**config.mk**
```make
export PLATFORM = sky130hd
export DESIGN_NAME = addr_gen
export DESIGN_NICKNAME = d
export VERILOG_FILES = /design/src/hw/addr_gen_pkg.sv /design/src/hw/base_sequencer.sv /design/src/hw/bank_addr_cell.sv /design/src/hw/line_counter.sv /design/src/hw/addr_gen.sv
export SDC_FILE = /design/constraint.sdc
export NUM_CORES = 1
export LEC_CHECK = 0
export BUFFER_PORTS_ARGS = -buffer_cell sky130_fd_sc_hd__buf_4
export CORE_ASPECT_RATIO = 1.25
export CORE_MARGIN = 3
export CORE_UTILIZATION = 38
export CTS_BUF_LIST = sky130_fd_sc_hd__clkbuf_2 sky130_fd_sc_hd__clkbuf_4 sky130_fd_sc_hd__clkbuf_8
export DETAILED_ROUTE_END_ITERATION = 7
export GPL_ROUTABILITY_DRIVEN = 0
export PLACE_DENSITY = 0.69
export SYNTH_ARGS = -nofsm -noshare
export SYNTH_HDL_FRONTEND = slang
export SYNTH_SLANG_ARGS = --single-unit
```
**constraint.sdc**
```tcl
create_clock -name clk -period 5.5 [get_ports clk]
set_input_delay 0.55 -clock clk [delete_from_list [all_inputs] [get_ports clk]]
set_output_delay 0.55 -clock clk [all_outputs]
set_load 0.02 [all_outputs]
```
**src/hw/addr_gen_pkg.sv**
```systemverilog
package addr_gen_pkg;

    localparam int NUM_BANKS = 36;
    localparam int A_WID     = 8;   // bank address width
    localparam int L_WID     = 10;  // line address width
    localparam int RUN_BIT   = 2;   // run flag inside the controller state

    localparam logic [A_WID-1:0] STEP      = 8'd37;
    localparam logic [L_WID-1:0] LINE_LAST = 10'd767;

    // which offset byte an access uses, idle means no access this cycle
    typedef enum logic [1:0] {
        PH_IDLE = 2'd0,
        PH_A    = 2'd1,  // low byte
        PH_B    = 2'd2,  // middle byte
        PH_C    = 2'd3   // high byte
    } phase_e;

    // read phase sits in the upper half, as on the controller bus
    typedef struct packed {
        phase_e rd_phase;
        phase_e wr_phase;
    } cycle_t;

    typedef struct packed {
        logic [A_WID-1:0] hi;
        logic [A_WID-1:0] mid;
        logic [A_WID-1:0] lo;
    } bank_offset_t;

    // shared feed from the base sequencer into every bank cell
    typedef struct packed {
        logic [A_WID-1:0] rd_base;
        logic [A_WID-1:0] wr_base;
        logic             rd_en;
        logic             wr_en;
    } base_t;

    typedef struct packed {
        logic [A_WID-1:0] addr;
        logic             wr;
    } wr_port_t;

    // per-bank skew, the first eight banks run unshifted
    localparam bank_offset_t BANK_OFFSETS [NUM_BANKS] = '{
        '{8'd0,   8'd0,   8'd0},
        '{8'd0,   8'd0,   8'd0},
        '{8'd0,   8'd0,   8'd0},
        '{8'd0,   8'd0,   8'd0},
        '{8'd0,   8'd0,   8'd0},
        '{8'd0,   8'd0,   8'd0},
        '{8'd0,   8'd0,   8'd0},
        '{8'd0,   8'd0,   8'd0},
        '{8'd0,   8'd255, 8'd0},
        '{8'd0,   8'd129, 8'd65},
        '{8'd0,   8'd224, 8'd240},
        '{8'd0,   8'd216, 8'd236},
        '{8'd0,   8'd157, 8'd250},
        '{8'd0,   8'd132, 8'd242},
        '{8'd0,   8'd184, 8'd247},
        '{8'd0,   8'd254, 8'd240},
        '{8'd0,   8'd115, 8'd242},
        '{8'd0,   8'd209, 8'd164},
        '{8'd0,   8'd255, 8'd248},
        '{8'd0,   8'd246, 8'd58},
        '{8'd0,   8'd253, 8'd215},
        '{8'd0,   8'd252, 8'd209},
        '{8'd0,   8'd146, 8'd249},
        '{8'd0,   8'd231, 8'd250},
        '{8'd254, 8'd200, 8'd0},   // only bank with a nonzero high byte
        '{8'd0,   8'd85,  8'd235},
        '{8'd0,   8'd229, 8'd69},
        '{8'd0,   8'd203, 8'd254},
        '{8'd0,   8'd131, 8'd251},
        '{8'd0,   8'd115, 8'd254},
        '{8'd0,   8'd253, 8'd255},
        '{8'd0,   8'd248, 8'd254},
        '{8'd0,   8'd255, 8'd243},
        '{8'd0,   8'd239, 8'd253},
        '{8'd0,   8'd248, 8'd215},
        '{8'd0,   8'd252, 8'd164}
    };

endpackage

```
**src/hw/base_sequencer.sv**
```systemverilog
`timescale 1ns/1ps

module base_sequencer (
    input  logic                 clk,
    input  logic                 reset_n,
    input  logic [3:0]           fsm,
    input  addr_gen_pkg::cycle_t cycle,
    input  logic                 rd_step,
    input  logic                 wr_step,
    output addr_gen_pkg::base_t  base
);

    logic                           run;
    logic [addr_gen_pkg::A_WID-1:0] rd_base_q;
    logic [addr_gen_pkg::A_WID-1:0] wr_base_q;

    assign run = fsm[addr_gen_pkg::RUN_BIT];

    // both bases restart from zero whenever the controller leaves run
    always_ff @(posedge clk or negedge reset_n) begin
        if (!reset_n) begin
            rd_base_q <= '0;
            wr_base_q <= '0;
        end else if (!run) begin
            rd_base_q <= '0;
            wr_base_q <= '0;
        end else begin
            if (rd_step) begin
                rd_base_q <= rd_base_q + addr_gen_pkg::STEP;  // wraps modulo 256
            end
            if (wr_step) begin
                wr_base_q <= wr_base_q + addr_gen_pkg::STEP;
            end
        end
    end

    assign base.rd_base = rd_base_q;
    assign base.wr_base = wr_base_q;

    // enables are decoded once here and fanned out to all banks
    assign base.rd_en = run & (cycle.rd_phase != addr_gen_pkg::PH_IDLE);
    assign base.wr_en = run & (cycle.wr_phase != addr_gen_pkg::PH_IDLE);

endmodule

```
**src/hw/bank_addr_cell.sv**
```systemverilog
`timescale 1ns/1ps

module bank_addr_cell (
    input  logic                       clk,
    input  logic                       reset_n,
    input  addr_gen_pkg::base_t        base,
    input  addr_gen_pkg::cycle_t       cycle,
    input  addr_gen_pkg::bank_offset_t offset,
    input  logic                       sync_bit,
    output logic [addr_gen_pkg::A_WID-1:0] rd_addr,
    output addr_gen_pkg::wr_port_t     wr_port
);

    logic [addr_gen_pkg::A_WID-1:0] rd_off;
    logic [addr_gen_pkg::A_WID-1:0] wr_off;
    logic [addr_gen_pkg::A_WID-1:0] rd_addr_q;
    logic [addr_gen_pkg::A_WID-1:0] wr_addr_q;
    logic                           wr_q;

    // idle never reaches the registers since the enable is low then
    function automatic logic [addr_gen_pkg::A_WID-1:0] pick_byte(
        input addr_gen_pkg::phase_e       ph,
        input addr_gen_pkg::bank_offset_t off
    );
        case (ph)
            addr_gen_pkg::PH_A: pick_byte = off.lo;
            addr_gen_pkg::PH_B: pick_byte = off.mid;
            addr_gen_pkg::PH_C: pick_byte = off.hi;
            default:            pick_byte = '0;
        endcase
    endfunction

    assign rd_off = pick_byte(cycle.rd_phase, offset);
    assign wr_off = pick_byte(cycle.wr_phase, offset);

    always_ff @(posedge clk or negedge reset_n) begin
        if (!reset_n) begin
            rd_addr_q <= '0;
        end else if (base.rd_en) begin
            rd_addr_q <= base.rd_base + rd_off;  // address holds between accesses
        end
    end

    always_ff @(posedge clk or negedge reset_n) begin
        if (!reset_n) begin
            wr_addr_q <= '0;
        end else if (base.wr_en) begin
            wr_addr_q <= base.wr_base + wr_off;
        end
    end

    // a bank only writes when its sync input agrees with the shared enable
    always_ff @(posedge clk or negedge reset_n) begin
        if (!reset_n) begin
            wr_q <= 1'b0;
        end else begin
            wr_q <= base.wr_en & sync_bit;
        end
    end

    assign rd_addr      = rd_addr_q;
    assign wr_port.addr = wr_addr_q;
    assign wr_port.wr   = wr_q;

endmodule

```
**src/hw/line_counter.sv**
```systemverilog
`timescale 1ns/1ps

module line_counter (
    input  logic                           clk,
    input  logic                           reset_n,
    input  logic                           step,
    output logic [addr_gen_pkg::L_WID-1:0] line_addr
);

    logic [addr_gen_pkg::L_WID-1:0] line_q;

    // counts over the 768 lines of one direction and wraps back to 0
    always_ff @(posedge clk or negedge reset_n) begin
        if (!reset_n) begin
            line_q <= '0;
        end else if (step) begin
            if (line_q == addr_gen_pkg::LINE_LAST) begin
                line_q <= '0;
            end else begin
                line_q <= line_q + 1'b1;
            end
        end
    end

    assign line_addr = line_q;

endmodule

```
**src/hw/addr_gen.sv**
```systemverilog
`timescale 1ns/1ps

module addr_gen (
    input  logic                                  clk,
    input  logic                                  reset_n,
    input  logic [3:0]                            fsm,
    input  addr_gen_pkg::cycle_t                  cycle,
    input  logic                                  rd_step,
    input  logic                                  wr_step,
    input  logic                                  rd_line_step,
    input  logic                                  wr_line_step,
    input  logic [addr_gen_pkg::NUM_BANKS-1:0]    sync_in,
    output logic [addr_gen_pkg::NUM_BANKS-1:0][addr_gen_pkg::A_WID-1:0] rd_addr,
    output addr_gen_pkg::wr_port_t [addr_gen_pkg::NUM_BANKS-1:0]        wr_port,
    output logic [addr_gen_pkg::L_WID-1:0]        rd_line,
    output logic [addr_gen_pkg::L_WID-1:0]        wr_line
);

    addr_gen_pkg::base_t base;  // one feed shared by every bank

    base_sequencer u_seq (
        .clk     (clk),
        .reset_n (reset_n),
        .fsm     (fsm),
        .cycle   (cycle),
        .rd_step (rd_step),
        .wr_step (wr_step),
        .base    (base)
    );

    // each bank differs only in its table entry and sync bit
    for (genvar i = 0; i < addr_gen_pkg::NUM_BANKS; i++) begin : g_bank
        bank_addr_cell u_cell (
            .clk      (clk),
            .reset_n  (reset_n),
            .base     (base),
            .cycle    (cycle),
            .offset   (addr_gen_pkg::BANK_OFFSETS[i]),
            .sync_bit (sync_in[i]),
            .rd_addr  (rd_addr[i]),
            .wr_port  (wr_port[i])
        );
    end

    line_counter u_rd_line (
        .clk       (clk),
        .reset_n   (reset_n),
        .step      (rd_line_step),
        .line_addr (rd_line)
    );

    line_counter u_wr_line (
        .clk       (clk),
        .reset_n   (reset_n),
        .step      (wr_line_step),
        .line_addr (wr_line)
    );

endmodule

```
### Yosys cells after proc, flatten, opt, wreduce, memory -nomap -nowiden

Cells that the tools add are included.

| word-level totals | value |
|---|---|
| bits in read-only memories | 0 |
| output and inout port bits | 632 |
| memories | 0 |
| memory bits (writable) | 0 |
| latch bits | 0 |
| register bits after elaboration | 536 |

| operators by class | value |
|---|---|
| $lt $le $gt $ge | 0 |
| muxes and demuxes | 62 |
| bitwise logic cells | 38 |
| eq/ne operators | 10 |
| div/mod/pow operators | 0 |
| shifts and indexed selects | 0 |
| $mul | 0 |
| reductions and logical operators | 2 |
| $add $sub $neg | 60 |

Operators with widths:

| cell | count |
|---|---|
| $pmux 8 s2 | 54 |
| $add 8x8->8 | 56 |
| $mux 8 | 6 |
| $and 1x1->1 | 38 |
| $add 10x1->10 const B | 2 |
| $eq 10x10->1 const B | 2 |
| $mux 10 | 2 |
| $add 8x6->8 const B | 2 |
| $eq 2x2->1 const B | 4 |
| $eq 2x1->1 const B | 2 |
| $ne 2x1->1 const B | 2 |
| $reduce_bool 2->1 | 2 |

### Longest topological paths before layout

| depth | value |
|---|---|
| depth in word-level cells | 3 |
| mapped depth | 13 |

### Modules after synthesis

A second synthesis with hierarchy kept.

| second synthesis, totals | value |
|---|---|
| cells, all modules | 5,901 |
| area, all modules | 61,208.7 µm² |

By module, submodules not included:

| module | area an instance (µm²) | cells each | instances |
|---|---|---|---|
| bank_addr_cell at g_bank[0].u_cell ... | 1,645.3 | 159 | 21 |
| bank_addr_cell at g_bank[2].u_cell ... | 1,652.8 | 158 | 14 |
| bank_addr_cell at g_bank[18].u_cell | 1,642.8 | 159 | 1 |
| line_counter | 503.0 | 50 | 2 |
| base_sequencer | 860.8 | 89 | 1 |
| addr_gen | 7.5 | 2 | 1 |

### Least setup slack after synthesis

No wires, ideal clock.

| path | value |
|---|---|
| path type | input port to flip-flop |
| start | input cycle[2] (netlist bit) |
| end | register g_bank[29].u_cell.rd_addr_q, in the netlist g_bank[29].u_cell.rd_addr[7] |
| data required time | 5.417 ns |
| setup time | 0.083 ns |
| slack | 2.683 ns |
| stages | 10 |
| data arrival time | 2.734 ns |
| path through | inv_1 -> ha_1 -> ha_1 -> buf_2 -> a31oi_1 -> o21ai_1 -> a21oi_1 -> o21ai_0 -> xnor2_1 -> o21ai_0 |

| between the ends | value |
|---|---|
| word-level cells in the longest chain between the ends | 3 |
| elaborated cells between the ends (all ways) | 6 |
| those cells by class | add/sub (1); eq/ne (2); mux (1); bitwise (1); reduce/logical (1) |

Ends and longest elaborated chain:

| item | line | source |
|---|---|---|
| start: declaration | addr_gen.sv:7 | `input addr_gen_pkg::cycle_t cycle,` |
| $eq 2x2->1 / $eq 2x1->1 (equally long branches) | bank_addr_cell.sv:25 | `case (ph)` |
| $pmux 8 s2 | bank_addr_cell.sv:25 |  |
| $add 8x8->8 | bank_addr_cell.sv:40 | `rd_addr_q <= base.rd_base + rd_off;` |
| end signal: assignment | bank_addr_cell.sv:40 |  |
| end: declaration | bank_addr_cell.sv:16 | `logic [addr_gen_pkg::A_WID-1:0] rd_addr_q;` |

Several ways; a longest one is shown, not always the timed one.
A chain may end at the register's enable or synchronous reset.

### Worst setup path in the final report

| path | value |
|---|---|
| start | register u_seq.wr_base_q[1] (netlist bit) |
| end | register g_bank[27].u_cell.wr_addr_q[7] (netlist bit) |

| between the ends | value |
|---|---|
| word-level cells in the longest chain between the ends | 1 |

Ends and longest elaborated chain:

| item | line | source |
|---|---|---|
| start: declaration | base_sequencer.sv:15 | `logic [addr_gen_pkg::A_WID-1:0] wr_base_q;` |
| start signal: assignment | base_sequencer.sv:32 | `wr_base_q <= wr_base_q + addr_gen_pkg::STEP;` |
| $add 8x8->8 | bank_addr_cell.sv:48 | `wr_addr_q <= base.wr_base + wr_off;` |
| end signal: assignment | bank_addr_cell.sv:48 |  |
| end: declaration | bank_addr_cell.sv:17 | `logic [addr_gen_pkg::A_WID-1:0] wr_addr_q;` |

Every way passes these cells.

==> metrics.yaml <==
run_status:
  status: "finished clean"
critical_path:
  crit_arrival_ns: 4.15
  critPathMostFrequentCell: "o21ai_0"
  crit_family: "compound AO/OA/AOI/OAI gates"
  reg2reg_from: "u_seq.wr_base_q[1]$_DFFE_PN0P_"
  path_max_fanout: 21
  r2r.worst_path.cells: 7
  reg2reg_slack_ns: 1.87
  cp.required_ns: 6.02
  max_stage_delay_ns: 1.00
  crit_buf_inv: 0
  crit_cells: 7
  critPathCaptureType: "flop"
  crit_chain: "ha_1, a31o_2, a21oi_1, o311ai_0, o21ai_0, mux2i_1, o21ai_0"
  start_kind: "flop"
  critPathKind: "flop to flop"
  startpoint: "u_seq.wr_base_q[1]$_DFFE_PN0P_"
  r2r_end: "g_bank[27].u_cell.wr_addr_q[7]$_DFFE_PN0P_"
  cp_slowest_cell: "o311ai_0"
  crit_end: "g_bank[27].u_cell.wr_addr_q[7]$_DFFE_PN0P_"
route:
  vias_per_cell: 5.37
  postRouteAntennaNets: 0
  first_iter_violations: 2605
  routed_wl_mm: 100
  wl_per_cell_um: 22.6
  drc: 0
  vias: 23800
  firstDrtPassIters: 6
yosys:
  async_flop_share_pct: 100
  ys_ff_latch: 448
  yosys.area.top_type: "dfrtp_1"
  synth_most_common_cell: "nand2_1"
  synth_area_um2: 26900
  syn-instance-count: 3096
  synth-edff-count: 0
  synthesis.nets: 3199
  synth.area.top_cells: "dfrtp_1 42%, xnor2_1 8.5%, o21ai_0 7.8%"
  yosysWarnings: 0
  yosysSeqAreaShare_pct: 41.7
  synth_cell_types: 83
  synth_top_cell_area_share_pct: 41.7
  syn_avg_cell_area_um2: 8.69
  synth-main-ff-cell: "dfrtp_1"
  synth_commonest_cells: "548 x nand2_1, 448 x dfrtp_1, 417 x o21ai_0, 260 x xnor2_1, 242 x buf_4"
placement:
  post-place-ws_ns: 1.70
  place_hpwl_mm: 74.1
  port_buffers: 678
  place_area_um2: 30900
timing:
  hold_violations: 0
  max_freq_mhz: 275
  worst_pin_slew_ns: 1.21
  final-max-slew-violation-count: 0
  finalClockSkew_ns: 0.0371
  finalCriticalPeriod_ns: 3.63
  finalCritPeriodShare_pct: 66.0
  finalSetupTns_ns: 0
  rsz0062_at_grt: "no"
  setup_viol: 0
  maxSlewHeadroom_pct: 18.0
  finalWorstSetupSlack_ns: 1.87
power_and_ir_drop:
  cellPowerDensity_nw_per_um2: 381
  p_leak_nw: 15.1
  combinationalPowerShare_pct: 37.7
  p_total_mw: 12.4
  max-vdd-ir-drop_mv: 0.246
  seqPwrFrac_pct: 35.6
  clkPwrFrac_pct: 26.8
  p_sw_mw: 4.93
  sw_frac_of_total_pct: 39.6
  p_int_mw: 7.50
cts:
  cts_tree: "done"
  cts.htree.levels: 3
  cts_setup_buffers: 0
  cts-buffers-inserted: 78
  cts_num_sinks: 448
  clock-root-buffer: "clkbuf_8"
  clk_pin_slew_ns: 0.07
  ctsResizeCount: 0
  clock_path_buffers: 3
  clock_latency_ns: 0.66
floorplan:
  core_um2: 69700
  ios: 682
  initial_core_util_pct: 38.6
  die_h_um: 303
  dieArea_um2: 74000
  rows: 108
  die_x_um: 244
grt:
  grt_pass1_wl_mm: 146
  gr-usage-met1_pct: 28.8
  grt_pass1_vias: 22700
  grt_usage_pct: 26.0
  met3_usage_pct: 6.07
  grt_antenna_before_repair: 2
  met2_usage_pct: 45.2
  top_usage_layer: "met2"
  grt_overflow: 0
  grt_start_max_net_pins: 183
cells_and_area:
  post-route-util_pct: 46.8
  final_area_um2: 32600
  drive_above_1_share_pct: 26.1
  nets: 3540
  n_fill_cell: 6779
  syn_to_final_growth_pct: 21.3
worst_hold_path:
  hp-start: "sync_in[34]"
  worstHoldPathType: "primary input to flop"
flow_run:
  max-cap-violations: 0
-- logic make-up after synthesis --
logic type,after synthesis,share of synthesized area [%]
AND/OR/NAND/NOR,866,14.2
AO/OA/AOI/OAI,814,17.5
buffers and inverters,527,11.1
flip-flops,448,41.7
XOR/XNOR,368,12.3
adder cells (fa/ha/maj),53,2.52
multiplexers,20,0.754
-- metrics by stage --
step	cells	hold WS (ns)
floorplan	3096	0.254
global placement	4291	0.454
detailed placement	4291	0.457
CTS	4430	0.0236
global route	4431	0.0501
finish	4432	0.104
-- sequential cells by signal, indices dropped and copies added (netlist names) --
name,flops
u_rd_line.line_addr,10
u_wr_line.line_addr,10
u_seq.wr_base_q,8
g_bank.u_cell.rd_addr,188
g_bank.u_cell.wr_q,36
g_bank.u_cell.wr_addr_q,188
u_seq.rd_base_q,8
-- cell type report --
cell class | instances | area, um^2 | share of cell area, %
Antenna cell | 2 | 5.00 | 0.0153
Tap cell | 935 | 1170 | 3.59
Multi-Input combinational cell | 2121 | 12700 | 39.1
Timing Repair Buffer | 738 | 5610 | 17.2
Clock inverter | 21 | 224 | 0.687
Sequential cell | 448 | 11200 | 34.4
Clock buffer | 117 | 1470 | 4.49
Inverter | 50 | 188 | 0.575
-- how the worst min path moves through the flow --
stage / slack [ns] / depth (start not counted) / end
floorplan: 0.25 / 0 / g_bank[0].u_cell.wr_q$_DFF_PN0_
global placement: 0.45 / 2 / g_bank[31].u_cell.rd_addr[2]$_DFFE_PN0P_
detailed placement: 0.46 / 2 / g_bank[31].u_cell.rd_addr[2]$_DFFE_PN0P_
CTS: 0.02 / 2 / g_bank[32].u_cell.wr_q$_DFF_PN0_
global route: 0.05 / 2 / g_bank[7].u_cell.wr_q$_DFF_PN0_
finish: 0.10 / 2 / g_bank[34].u_cell.wr_q$_DFF_PN0_
-- power by group through the flow --
stage | combinational [mW] | clock (mW) | sequential [mW]
floorplan | 2.11 | 0 | 5.05
global placement | 4.63 | 0 | 4.46
detailed placement | 4.68 | 0 | 4.47
CTS | 4.69 | 3.40 | 4.43
global route | 4.98 | 3.54 | 4.50
finish | 4.68 | 3.33 | 4.42
-- cells in the final DEF, fill, tap and decap left out, types with 13 or more instances in the layout --
| cell type | count |
|---|---|
| buf_4 | 731 |
| nand2_1 | 548 |
| dfrtp_1 | 447 |
| o21ai_0 | 417 |
| xnor2_1 | 260 |
| a21oi_1 | 119 |
| xor2_1 | 97 |
| clkbuf_8 | 94 |
| nor2_1 | 81 |
| and2_1 | 70 |
| a31oi_1 | 57 |
| ha_1 | 51 |
| nand3_1 | 48 |
| inv_1 | 46 |
| o21ai_1 | 29 |
| nor2b_1 | 23 |
| clkbuf_4 | 23 |
| nor3_1 | 22 |
| a21o_1 | 20 |
| o31ai_1 | 20 |
| mux2i_1 | 18 |
| o22ai_1 | 15 |
| o211ai_1 | 14 |
| and3_1 | 14 |
| o21bai_1 | 13 |
-- routing by layer --
metal / vias to the layer above / part of all wire, %
met5: - / 0
met4: 0 / 6.9
met3: 351 / 9.0
met2: 1469 / 49
met1: 11100 / 35
li1: 10900 / -
-- what timing repair did --
action	4_1_cts	5_1_grt
endpoints found under the setup margin	0	0
hold buffers	1	0
hold endpoints to repair	96	0
No activity file was read; power rests on OpenSTA's default activity.
